$ cat src/design/riscv_pkg.sv
// RV32/RV64 base encodings needed by the return-address predictor
// Only JAL and JALR are decoded, compressed forms are not handled
// Link registers follow the standard calling convention hint (x1, x5)

package riscv_pkg;

    // Major opcodes
    localparam logic [6:0] opcode_jal_c  = 7'b1101111;
    localparam logic [6:0] opcode_jalr_c = 7'b1100111;

    // Link registers used for call/return hints
    localparam logic [4:0] reg_ra_c = 5'd1;  // x1, return address
    localparam logic [4:0] reg_t0_c = 5'd5;  // x5, alternate link

    // J format, immediate bits are scrambled in the word
    typedef struct packed {
        logic       imm20;     // Sign bit
        logic [9:0] imm10_1;
        logic       imm11;
        logic [7:0] imm19_12;
        logic [4:0] rd;
        logic [6:0] opcode;
    } instr_j_t;

    // I format, used for JALR
    typedef struct packed {
        logic [11:0] imm11_0;
        logic [4:0]  rs1;
        logic [2:0]  funct3;
        logic [4:0]  rd;
        logic [6:0]  opcode;
    } instr_i_t;

    // One instruction word, two views
    // rd and opcode sit at the same bits in both
    typedef union packed {
        instr_j_t j;  // JAL
        instr_i_t i;  // JALR
    } instr_u;

endpackage

$ cat src/design/fetch_pkg.sv
// Types shared by the fetch-side next-PC predictor
// Addresses are 40 bits, stack depth is a power of two
// Stage structs are packed so they can be registered as one word

package fetch_pkg;

    // Address space
    localparam int unsigned addr_w_c = 40;
    typedef logic [addr_w_c-1:0] addr_t;

    // Return address stack geometry
    localparam int unsigned ras_len_c     = 4;               // log2 of depth
    localparam int unsigned ras_entries_c = 2 ** ras_len_c;  // 16 entries

    // Input item, one fetched instruction
    typedef struct packed {
        addr_t             pc;
        riscv_pkg::instr_u instr;
    } fetch_req_t;

    // Stage 1 result, classification plus precomputed targets
    typedef struct packed {
        addr_t pc;
        addr_t link_addr;   // PC+4
        addr_t jal_target;  // PC + J immediate
        logic  is_call;     // Push link
        logic  is_ret;      // Pop for target
        logic  is_jal;
        logic  is_jalr;
    } predecode_t;

    // Output item
    typedef struct packed {
        addr_t pc;
        addr_t next_pc;
        logic  target_unknown;  // Indirect jump, PC+4 is a guess
    } predict_t;

endpackage

$ cat src/design/fetch_predictor_top.sv
// Return-address prediction path of the fetch unit
// Two-stage pipeline, 2 cycles latency, one item per cycle
// No redirect or mispredict recovery, stack is never repaired
// Valid/ready stream on both sides

module fetch_predictor_top (
    input  logic                  clk_i,
    input  logic                  rstn_i,
    input  logic                  req_valid_i,
    input  fetch_pkg::fetch_req_t req_i,
    output logic                  req_ready_o,
    output logic                  pred_valid_o,
    output fetch_pkg::predict_t   pred_o,
    input  logic                  pred_ready_i
);

    import fetch_pkg::*;

    logic       s1_valid;
    predecode_t s1;
    logic       s1_ready;
    logic       push;
    logic       pop;
    addr_t      push_addr;
    addr_t      top_addr;

    // Stage 1
    rv_predecoder i_rv_predecoder (
        .clk_i       (clk_i),
        .rstn_i      (rstn_i),
        .req_valid_i (req_valid_i),
        .req_i       (req_i),
        .req_ready_o (req_ready_o),
        .s1_valid_o  (s1_valid),
        .s1_o        (s1),
        .s1_ready_i  (s1_ready)
    );

    return_address_stack i_return_address_stack (
        .clk_i       (clk_i),
        .rstn_i      (rstn_i),
        .push_i      (push),
        .pop_i       (pop),
        .push_addr_i (push_addr),
        .top_addr_o  (top_addr)
    );

    // Stage 2
    next_pc_selector i_next_pc_selector (
        .clk_i        (clk_i),
        .rstn_i       (rstn_i),
        .s1_valid_i   (s1_valid),
        .s1_i         (s1),
        .s1_ready_o   (s1_ready),
        .top_addr_i   (top_addr),
        .push_o       (push),
        .pop_o        (pop),
        .push_addr_o  (push_addr),
        .pred_valid_o (pred_valid_o),
        .pred_o       (pred_o),
        .pred_ready_i (pred_ready_i)
    );

endmodule

$ cat src/design/next_pc_selector.sv
// Second predictor stage, one registered cycle
// Reads the stack top combinationally for returns
// Stack is updated on the same edge that loads the output
// Push/pop only fire on an accept, so stalls never repeat them

module next_pc_selector (
    input  logic                  clk_i,
    input  logic                  rstn_i,
    input  logic                  s1_valid_i,
    input  fetch_pkg::predecode_t s1_i,
    output logic                  s1_ready_o,
    input  fetch_pkg::addr_t      top_addr_i,
    output logic                  push_o,
    output logic                  pop_o,
    output fetch_pkg::addr_t      push_addr_o,
    output logic                  pred_valid_o,
    output fetch_pkg::predict_t   pred_o,
    input  logic                  pred_ready_i
);

    import fetch_pkg::*;

    predict_t pred_d;
    predict_t pred_q;
    logic     pred_valid_q;
    logic     accept;

    assign s1_ready_o = !pred_valid_q || pred_ready_i;
    assign accept     = s1_valid_i && s1_ready_o;

    // Stack control
    assign push_o      = accept && s1_i.is_call;
    assign pop_o       = accept && s1_i.is_ret;
    assign push_addr_o = s1_i.link_addr;

    // Next PC select, return has priority
    always_comb begin
        pred_d.pc             = s1_i.pc;
        pred_d.next_pc        = s1_i.link_addr;  // Default fall-through
        pred_d.target_unknown = 1'b0;
        if (s1_i.is_ret) begin
            pred_d.next_pc = top_addr_i;
        end else if (s1_i.is_jal) begin
            pred_d.next_pc = s1_i.jal_target;
        end else if (s1_i.is_jalr) begin
            pred_d.target_unknown = 1'b1;  // No BTB to ask
        end
    end

    always_ff @(posedge clk_i) begin
        if (!rstn_i) begin
            pred_valid_q <= 1'b0;
        end else if (s1_ready_o) begin
            pred_valid_q <= s1_valid_i;
        end
    end

    always_ff @(posedge clk_i) begin
        if (accept) begin
            pred_q <= pred_d;
        end
    end

    assign pred_valid_o = pred_valid_q;
    assign pred_o       = pred_q;

    // Stage 1 keeps its item steady through a stall
    a_s1_stable : assert property (@(posedge clk_i) disable iff (!rstn_i)
        s1_valid_i && !s1_ready_o |=> s1_valid_i && $stable(s1_i));

endmodule

$ cat src/design/return_address_stack.sv
// Circular return address stack, ras_entries_c deep
// Overflow wraps and overwrites the oldest entry
// Underflow wraps too and returns stale data
// top_addr_o is combinational from the head pointer
// Push and pop together replace the top entry in place

module return_address_stack (
    input  logic            clk_i,
    input  logic            rstn_i,
    input  logic            push_i,
    input  logic            pop_i,
    input  fetch_pkg::addr_t push_addr_i,
    output fetch_pkg::addr_t top_addr_o
);

    import fetch_pkg::*;

    addr_t                stack_q [ras_entries_c];  // Link address storage
    logic [ras_len_c-1:0] head_q;                   // Next free slot
    logic [ras_len_c-1:0] head_below;               // Current top

    assign head_below = head_q - 1'b1;  // Wraps at zero

    // Head pointer moves only on a lone push or pop
    always_ff @(posedge clk_i) begin
        if (!rstn_i) begin
            head_q <= '0;
        end else if (push_i && !pop_i) begin
            head_q <= head_q + 1'b1;
        end else if (pop_i && !push_i) begin
            head_q <= head_q - 1'b1;
        end
    end

    // Entry writes
    always_ff @(posedge clk_i) begin
        if (push_i && pop_i) begin
            stack_q[head_below] <= push_addr_i;  // Replace top
        end else if (push_i) begin
            stack_q[head_q] <= push_addr_i;      // New top
        end
    end

    assign top_addr_o = stack_q[head_below];

    // Stack control must come from a settled selector
    a_ctrl_known : assert property (@(posedge clk_i) disable iff (!rstn_i)
        !$isunknown({push_i, pop_i}));

endmodule

$ cat src/design/rv_predecoder.sv
// First stage of the predictor, one registered cycle
// Classifies JAL/JALR as call, return or plain jump
// Assumes uncompressed 32-bit instructions only
// Holds its output while the next stage stalls

module rv_predecoder (
    input  logic                  clk_i,
    input  logic                  rstn_i,
    input  logic                  req_valid_i,
    input  fetch_pkg::fetch_req_t req_i,
    output logic                  req_ready_o,
    output logic                  s1_valid_o,
    output fetch_pkg::predecode_t s1_o,
    input  logic                  s1_ready_i
);

    import riscv_pkg::*;
    import fetch_pkg::*;

    instr_u     instr;
    logic       is_jal;
    logic       is_jalr;
    logic       rd_link;
    logic       rs1_link;
    addr_t      jal_imm;
    predecode_t s1_d;
    predecode_t s1_q;
    logic       s1_valid_q;
    logic       accept;

    assign instr = req_i.instr;

    // Opcode and rd are common to both views
    assign is_jal  = (instr.i.opcode == opcode_jal_c);
    assign is_jalr = (instr.i.opcode == opcode_jalr_c) && (instr.i.funct3 == 3'b000);

    assign rd_link  = (instr.i.rd == reg_ra_c) || (instr.i.rd == reg_t0_c);
    assign rs1_link = (instr.i.rs1 == reg_ra_c) || (instr.i.rs1 == reg_t0_c);

    // J immediate, sign extended to address width
    assign jal_imm = {{(addr_w_c-20){instr.j.imm20}}, instr.j.imm19_12,
                      instr.j.imm11, instr.j.imm10_1, 1'b0};

    always_comb begin
        s1_d.pc         = req_i.pc;
        s1_d.link_addr  = req_i.pc + addr_t'(4);
        s1_d.jal_target = req_i.pc + jal_imm;
        s1_d.is_jal     = is_jal;
        s1_d.is_jalr    = is_jalr;
        s1_d.is_call    = (is_jal || is_jalr) && rd_link;
        // rd == rs1 means a plain call, not a coroutine swap
        s1_d.is_ret     = is_jalr && rs1_link && (instr.i.rd != instr.i.rs1);
    end

    // Ready when empty or draining this cycle
    assign req_ready_o = !s1_valid_q || s1_ready_i;
    assign accept      = req_valid_i && req_ready_o;

    always_ff @(posedge clk_i) begin
        if (!rstn_i) begin
            s1_valid_q <= 1'b0;
        end else if (req_ready_o) begin
            s1_valid_q <= req_valid_i;
        end
    end

    always_ff @(posedge clk_i) begin
        if (accept) begin
            s1_q <= s1_d;  // Payload, no reset
        end
    end

    assign s1_valid_o = s1_valid_q;
    assign s1_o       = s1_q;

    // Upstream keeps the request steady until taken
    a_req_stable : assert property (@(posedge clk_i) disable iff (!rstn_i)
        req_valid_i && !req_ready_o |=> req_valid_i && $stable(req_i));

endmodule

$ cat config.mk
export PLATFORM = sky130hd
export DESIGN_NAME = fetch_predictor_top
export DESIGN_NICKNAME = d
export VERILOG_FILES = /design/src/design/riscv_pkg.sv /design/src/design/fetch_pkg.sv /design/src/design/fetch_predictor_top.sv /design/src/design/next_pc_selector.sv /design/src/design/return_address_stack.sv /design/src/design/rv_predecoder.sv
export SDC_FILE = /design/constraint.sdc
export NUM_CORES = 1
export LEC_CHECK = 0
export ABC_AREA = 1
export ABC_CLOCK_PERIOD_IN_PS = 9800
export BUFFER_PORTS_ARGS = -buffer_cell sky130_fd_sc_hd__buf_4
export CAP_MARGIN = 30
export CORE_MARGIN = 2
export CORE_UTILIZATION = 66
export DETAILED_ROUTE_END_ITERATION = 7
export PLACE_DENSITY_LB_ADDON = 0.2
export REMOVE_ABC_BUFFERS = 1
export SLEW_MARGIN = 10
export SYNTH_ARGS = -nofsm -noshare
export SYNTH_HDL_FRONTEND = slang
export SYNTH_SLANG_ARGS = --single-unit
$ cat constraint.sdc
create_clock -name clk_i -period 9.8 [get_ports clk_i]
set_input_delay 1.96 -clock clk_i [delete_from_list [all_inputs] [get_ports clk_i]]
set_output_delay 1.96 -clock clk_i [all_outputs]
set_load 0.005 [all_outputs]
# == Word level (Yosys, flattened, before mapping) ==
# Memory sizes are Yosys's and may differ from the RTL's.
# Cells that the tools add are included.
# W data, S select, Z words.
# op_classes
mux,13
add_sub_neg,4
n_reduce_logical,24
eq_ne,7
# op_table
cell,count
$mux W40,3
$add A40 B3 Y40 const B,1
$add A40 B40 Y40,1
$reduce_or A40 Y1,1
$eq A7 B7 Y1 const B,2
$mux W4,3
$logic_and A1 B1 Y1,11
$eq A5 B1 Y1 const B,2
$eq A5 B3 Y1 const B,2
$mux W1,7
$logic_or A1 B1 Y1,5
$ne A5 B5 Y1,1
$add A4 B1 Y4 const B,1
$logic_not A1 Y1,4
$sub A4 B1 Y4 const B,1
$logic_not A3 Y1,1
$reduce_bool A2 Y1,1
$reduce_or A2 Y1,1
# word_totals
word_cells,62
ramBits,640
in_bits,76
ff_bits,211
output_inout_bits,83
memories,1
# memory_table
name,words,word_bits,read_ports,rd_ports_with_merged_regs,write_ports,line,text
i_return_address_stack.stack_q,16,40,1,0,1,return_address_stack.sv:18,addr_t stack_q [ras_entries_c];

# == Logic depth before layout (Yosys ltp) ==
# Gate-level depths: netlist (run 1).
# depth
word_depth,9
ltp_mapped,16
ltp_nobuf,14

# == Cells and area by module ==
# Synthesis (run 1) repeated with hierarchy kept, for this count alone.
# unflattened
cells_unflattened,4017
hier_area_um2,39659.3
# modules_own_cells
module,n_inst,cells_per_inst,area_each_um2,seq_area_each_um2
return_address_stack,1,2663,27918.0,19298.5
rv_predecoder,1,921,7684.9,3653.5
next_pc_selector,1,433,4056.4,2452.4

# == Worst setup path after synthesis (run 1) ==
# Ideal clock, no wire load.
# synth_timing
kind,input port to flip-flop
startpoint,in pred_ready_i
endpoint,mem i_return_address_stack.stack_q[11][0] in the netlist's numbering (enable)
slack_ns,2.729
setup_time_ns,0.437
arrival_time_ns,6.634
cell_stages,12
n_path_buf,1
required_ns,9.363
path_cell_list,inv_1 -> nand2_1 -> nand2_1 -> inv_1 -> nand2_1 -> ha_1 -> clkbuf_1 -> inv_1 -> ha_1 -> inv_1 -> nand3_1 -> nor2_1
# synth_via
elab_chain_cells,8
elab_cells_between_ends,13
classes_between,7 x mux; 6 x reduce/logical
# synth_lines
item,line,text
start: declaration,fetch_predictor_top.sv:14,input logic pred_ready_i
$logic_or A1 B1 Y1 (*),next_pc_selector.sv:28,assign s1_ready_o = !pred_valid_q || pred_ready_i;
$logic_and A1 B1 Y1 (*),next_pc_selector.sv:29,assign accept = s1_valid_i && s1_ready_o;
named net i_next_pc_selector.accept,next_pc_selector.sv:26,logic accept;
"$logic_and A1 B1 Y1, on equally long branches","next_pc_selector.sv:32, next_pc_selector.sv:33",
$mux W1 or $logic_and A1 B1 Y1 (tied branches),"return_address_stack.sv:39, return_address_stack.sv:37",
$mux W1,return_address_stack.sv:37,if (push_i && pop_i) begin
$mux W1 (not written as such),return_address_stack.sv:40,stack_q[head_q] <= push_addr_i;
$reduce_or A40 Y1 (no source line),n/a,
$mux W4 (no source line) or $mux W1 (tied branches),n/a,
end: declaration,return_address_stack.sv:18,
# The timed path passes the listed nets; every way through them passes the cells marked *.

# == Worst setup path in the final report (run 1) ==
# layout_timing
startpoint,in pred_ready_i
endpoint,mem i_return_address_stack.stack_q[13][13] in the netlist's numbering (enable)
# layout_via
elab_chain_cells,8
elab_cells_between_ends,13
classes_between,7 x mux; 6 x reduce/logical
# layout_lines
item,line
$logic_or A1 B1 Y1 (*),next_pc_selector.sv:28
$logic_and A1 B1 Y1 (*),next_pc_selector.sv:29
"$logic_and A1 B1 Y1, on equally long branches","next_pc_selector.sv:32, next_pc_selector.sv:33"
$mux W1 or $logic_and A1 B1 Y1 (tied branches),"return_address_stack.sv:39, return_address_stack.sv:37"
$mux W1,return_address_stack.sv:37
$mux W1 (not written as such),return_address_stack.sv:40
$reduce_or A40 Y1 (no source line),n/a
$mux W4 (no source line) or $mux W1 (tied branches),n/a
# Mark *: on every way between the ends. The rest lies on a longest branch, timed or not.

==> results.cfg, run 1 <==
[run_status]
outcome = finished, final reports clean

[sta]
final-hold-violation-count = 0
post-route-period-util = 0.516
finalCriticalPeriod_ns = 5.05
relSlewSlack = 0.193
fin_worst_hold_slack_ns = 0.412
skew_ns = 0.0141
worst-slew-pin-transition_ns = 1.21
setup_viol = 0
fmax_mhz = 198
rsz0062_at_grt = false
fin_ws_ns = 4.75
maxSlewViolCount = 0

[die]
initial_utilization = 0.664
rows = 86
die-width_um = 239
coreArea_um2 = 54800
ios = 159
dieArea_um2 = 57000
die_height_um = 239

[place]
numPortBuffers = 158
place_congestion = 0.915
dp_hpwl_um = 61400
placed_cell_area_um2 = 38200
preCtsSetupSlack_ns = 4.23

[grt]
grt_max_degree = 243
grt_pass1_wl_um = 149000
grt_pass1_vias = 24900
grt_overflow = 0
antenna_found_initial = 4
track_usage = 0.356

[synth]
syn_area_um2 = 36400
ys_async_sr_fraction = 0
synth-main-ff-cell = edfxtp_1
synth.avg_cell_area_um2 = 11.5
synth_seq_cells = 848
synth.distinct_cells = 40
synth_seq_area_share = 0.698
synth_edf_count = 842
syn_inst = 3150
yosysWarnings = 0

[cells_and_area]
area_delta_synth_final_pct = 12.4
nNetsFinal = 3401
final_util = 0.747
multi_input_area_um2 = 9670
fillCellCount = 3493
drive_gt1_frac = 0.100
regArea_um2 = 25400
design_area_um2 = 40900

[route]
wl_per_cell_um = 24.8
vias = 25600
drc = 0
ant_nets = 0
drt_iter0_drc = 3383
vias_per_cell = 6.34
wl_um = 100000
dr.pass1.iters = 6

[clocking]
clkSinkCount = 848
cts_buffers = 82
cts_tree = done
holdBufCountCts = 0
cts_setup_buffers = 0
cts_buffer_depth = 3
clkTransAtPathRegs_ns = 0.06
h-tree-depth = 3
clk_latency_ns = 0.62
cts-resized-gates = 0
clockRootBuffer = clkbuf_16

[critical_path]
required_ns = 10.06
crit_fanout = 25
crit_arrival_ns = 5.31
end_kind = register
critPathKind = in -> reg
start_kind = input port
rrSetupSlack_ns = 4.96

[pwr]
max-vdd-ir-drop_v = 0.000128
cellLeakagePower_nw = 14.8
combPwrFrac = 0.128
p_clk_frac = 0.371
power.internal_mw = 6.25
cellPowerDensity_nw_per_um2 = 204
power.total_mw = 8.35
p_switching_mw = 2.11
switching_share = 0.252
pwr-share-seq = 0.500

[run]
maxCapViolCount = 0

[min_path]
hold_class = reg -> reg
## area by class of cell
type	instances	area share
flip-flops and latches	848	0.621
clock inverters	28	0.00820
multi-input cells	1947	0.237
repair buffers	196	0.0379
diodes	2	0.000122
clock buffers	105	0.0551
well taps	704	0.0215
inverters	205	0.0192
## routing by layer
| layer | global-route usage | vias to the layer above | wire [um] |
|---|---|---|---|
| li1 | - | 11400 | - |
| met1 | 0.487 | 12300 | 37100 |
| met2 | 0.552 | 1676 | 46300 |
| met3 | 0.0888 | 260 | 12500 |
| met4 | 0.148 | 4 | 4200 |
| met5 | 0 | - | 20 |
## logic make-up after synthesis
logic type / share of synthesized area
compound gates: 0.0973
xor+xnor: 0.0151
fa+ha+maj: 0.0157
buf+inv: 0.0399
flops: 0.698
simple gates: 0.134
## power groups by stage
| stage | Clock, mW | Sequential (mW) | Combinational (mW) |
|---|---|---|---|
| 6_report | 3.10 | 4.18 | 1.07 |
| 5_1_grt | 3.25 | 4.19 | 1.16 |
| 4_1_cts | 3.11 | 4.18 | 1.05 |
| 3_5_place_dp | 0 | 4.25 | 1.03 |
| 3_3_place_gp | 0 | 4.25 | 1.00 |
| 2_1_floorplan | 0 | 4.24 | 0.632 |
## worst max-delay path, cell delays in order
cell and delay, ns:
buf_4 0.08, inv_1 0.04, nand2_1 0.07, nand2_1 0.12
nor2_1 0.44, ha_1 0.43, inv_1 0.16, ha_1 0.34
inv_1 0.09, nand3_1 0.33, nor2_4 0.70, buf_4 0.54
## cells in the final DEF (no fill, tap or decap), types with 5 or more instances in the layout
master and instances:
nand3b_1 5, nor4_1 6, nor2_4 16, nand4_1 12, ha_1 43, nand3_1 129, bufinv_16 8, nand2_1 441
clkinv_2 9, inv_1 198, clkbuf_1 17, edfxtp_1 842, xnor2_1 21, dfxtp_1 5, nor2_1 576, o21ai_1 101
o21ai_0 312, xor2_1 38, nor3_1 25, clkbuf_16 87, o211ai_1 158, clkinv_1 9, a21oi_1 39, buf_4 191
## cell usage after synthesis, types with 2 or more instances
library cell	count	area share
nor3_1	25	0.0034
clkbuf_1	84	0.0087
edfxtp_1	842	0.70
nand2b_1	2	0.00034
o211ai_1	158	0.033
o21ai_0	312	0.043
nand3_1	129	0.018
buf_6	4	0.0012
xnor2_1	21	0.0051
inv_1	200	0.021
inv_2	4	0.00041
nor2_1	592	0.061
dfxtp_1	6	0.0033
nor3b_1	4	0.00083
nand3b_1	5	0.0010
nand4_1	12	0.0021
o21ai_1	101	0.014
ha_1	44	0.015
buf_1	14	0.0014
nor4_1	6	0.0010
a21oi_1	39	0.0054
xor2_1	38	0.0092
nand2_1	441	0.046
buf_2	38	0.0052
a31oi_1	4	0.00069
o31ai_1	2	0.00041
buf_4	10	0.0021
## path summary, 6_finish.rpt
path,start,to,depth (start not counted)
worst max-delay path,pred_ready_i,i_return_address_stack.stack_q[13][13],12
worst min-delay path,i_rv_predecoder.s1_o[101],i_next_pc_selector.pred_o[58],0
worst max register to register,i_return_address_stack.head_q[0],i_return_address_stack.stack_q[10][8],10
worst min register to register,i_rv_predecoder.s1_o[101],i_next_pc_selector.pred_o[58],0
## flip-flops by register name (all words and copies together), names as in the netlist
signal                           count
i_next_pc_selector.pred_o           81
i_return_address_stack.stack_q     640
i_return_address_stack.head_q        4
i_rv_predecoder.s1_valid_o           1
i_rv_predecoder.s1_o               121
i_next_pc_selector.pred_valid_o      1
## metrics by stage
step / setup TNS, ns / std cells
after floorplan: -3533.04 / 3000
after global placement: 0 / 3896
after detailed placement: 0 / 3898
after CTS: 0 / 4031
after global routing: 0 / 4033
final: 0 / 4035
No activity file was read; power rests on OpenSTA's default activity.
==> run 2: changes to the inputs <==
--- a/config.mk
+++ b/config.mk
@@ -6,11 +6,11 @@
 export NUM_CORES = 1
 export LEC_CHECK = 0
 export ABC_AREA = 1
-export ABC_CLOCK_PERIOD_IN_PS = 9800
+export ABC_CLOCK_PERIOD_IN_PS = 4100
 export BUFFER_PORTS_ARGS = -buffer_cell sky130_fd_sc_hd__buf_4
 export CAP_MARGIN = 30
 export CORE_MARGIN = 2
-export CORE_UTILIZATION = 66
+export CORE_UTILIZATION = 56
 export DETAILED_ROUTE_END_ITERATION = 7
 export PLACE_DENSITY_LB_ADDON = 0.2
 export REMOVE_ABC_BUFFERS = 1
==> constraint.sdc (replaced) <==
create_clock -name clk_i -period 4.1 [get_ports clk_i]
set_input_delay 0.82 -clock clk_i [delete_from_list [all_inputs] [get_ports clk_i]]
set_output_delay 0.82 -clock clk_i [all_outputs]
set_load 0.005 [all_outputs]
==> run 2 against run 1 <==
  * Hold slack got worse by 0.043 ns
  * Largest power group unchanged
  * Combinational power grew to 2.5 times the previous value
  * Via count down 1.7%
  * Final cell count up 4.8%
  * Clock power increased to 2.6 times the previous value
  * Sequential power rose by 140%
  * Worst setup slack got worse by 3.6 ns
  * Non-clock buffer count is 16 higher
  * First-iteration DRC count rose by 1.2%
==> results.cfg, run 2 (synthesized netlist as in run 1, its figures left out) <==
[run_status]
outcome = finished, final reports clean

[route]
ant_nets = 0
drc = 0
wl_met2_um = 49000
wl_per_cell_um = 24.8
vias_per_cell = 5.95
wl_met3_um = 11800
dr.pass1.iters = 5
vias = 25200
top_layer = met4
drt_iter0_drc = 3424
wl_um = 105000
drt-met1-wl_um = 40900

[sta]
finalCriticalPeriod_ns = 2.92
setup_viol = 0
skew_ns = 0.0198
rsz0062_at_grt = false
final-hold-violation-count = 0
worst-slew-pin-transition_ns = 1.02
maxSlewViolCount = 0
fin_worst_hold_slack_ns = 0.368
post-route-period-util = 0.713
fmax_mhz = 342
fin_ws_ns = 1.18
setup_tns_ns = 0
relSlewSlack = 0.319

[critical_path]
cp_common_cell = nand2_1
crit_path_end = i_next_pc_selector.pred_o[37]
r2r-start = i_return_address_stack.head_q[1]
end_kind = register
cpPeakStageDelay_ns = 0.59
rr_worst_depth = 9
start_kind = register
required_ns = 4.58
rrSetupSlack_ns = 1.18
critPathKind = reg -> reg
cp_slowest_cell = ha_4
crit_path_start = i_return_address_stack.head_q[1]
crit_arrival_ns = 3.40
crit_fanout = 75
crit_chain = inv_1 > ha_4 > buf_12 > o21ai_0 > o211ai_1 > nand3_1 > nand2_1 > nand2_1 > o21ai_1
r2r_end = i_next_pc_selector.pred_o[37]

[clocking]
clk_latency_ns = 0.64
clkSinkCount = 848
clockRootBuffer = clkbuf_16
cts-resized-gates = 0
cts_setup_buffers = 0
cts_tree = done
clkTransAtPathRegs_ns = 0.06
cts_buffers = 86
h-tree-depth = 3
cts_buffer_depth = 3
holdBufCountCts = 0

[grt]
antenna_found_initial = 5
grt_pass1_vias = 24100
track_usage = 0.316
grt_pass1_wl_um = 155000
grt_max_degree = 165
grt_overflow = 0

[die]
initial_utilization = 0.565
die-width_um = 259
ios = 159
dieArea_um2 = 67000
rows = 93
coreArea_um2 = 64300
die_height_um = 259

[place]
place_congestion = 0.921
preCtsSetupSlack_ns = 0.723
numPortBuffers = 158
dp_hpwl_um = 69700
placed_cell_area_um2 = 38900

[cells_and_area]
design_area_um2 = 41800
layout_common_cells = edfxtp_1, nor2_1, nand2_1
area_delta_synth_final_pct = 14.9
largest_reg_flops = 640
final_common_cell = edfxtp_1
regMostFlops = i_return_address_stack.stack_q
nNetsFinal = 3421
drive_gt1_frac = 0.109

[pwr]
power.total_mw = 20.8
cellLeakagePower_nw = 15.0
cellPowerDensity_nw_per_um2 = 497
max-vdd-ir-drop_v = 0.000282

[min_path]
hold_class = in -> reg

[run]
maxCapViolCount = 0
## run 2: changes by cell type in the layout (fill, tap and decap cells not counted), moves of 3 or more
cell,change
buf_12,+28
buf_4,-11
bufinv_16,+5
clkbuf_1,+3
clkinv_1,+5
clkinv_2,+5
clkinvlp_4,+3
## run 2: worst max-delay path: cells and delay by family, from the launching register on
kind,cells,cell delay (ns)
AO/OA/AOI/OAI,3,0.65
adder cells (fa/ha/maj),1,0.59
buffers and inverters,2,0.49
flip-flops,1,0.40
AND/OR/NAND/NOR,3,0.56
## run 2: worst min path at each step
stage,startpoint,end,slack (ns),cells after the start
floorplan,i_rv_predecoder.s1_o[86],i_next_pc_selector.pred_o[43],0.40,0
global placement,i_rv_predecoder.s1_o[123],i_next_pc_selector.pred_o[80],0.40,0
detailed placement,i_rv_predecoder.s1_o[88],i_next_pc_selector.pred_o[45],0.40,0
CTS,req_i[32],i_rv_predecoder.s1_o[4],0.34,1
global route,req_i[32],i_rv_predecoder.s1_o[4],0.36,1
finish,req_i[32],i_rv_predecoder.s1_o[4],0.37,1
## run 2: area by class of cell
type	instances	area, um^2
Fill cell	4765	22600
Tap cell	855	1070
Multi-Input combinational cell	1947	9670
Antenna cell	3	7.51
Inverter	205	785
Clock buffer	108	2270
Sequential cell	848	25400
Clock inverter	50	602
Timing Repair Buffer	212	1990
## run 2: layer usage
metal,vias to the layer above,global-route usage
met5,-,0
met4,0,0.105
met3,161,0.0724
met2,1393,0.492
met1,12200,0.444
li1,11400,-
## run 2: power by group
part	switching (mW)	internal [mW]	leakage, nW
Combinational	1.89	0.817	5.89
Sequential	0.233	9.81	7.75
Clock	3.27	4.74	1.39
Total	5.40	15.4	15.0
## run 2: stage by stage
stage                     instances   util
after floorplan                3000      -
after global placement         4066  0.605
after detailed placement       4066  0.605
after CTS                      4224  0.649
after global routing           4225  0.649
final                          4228  0.650
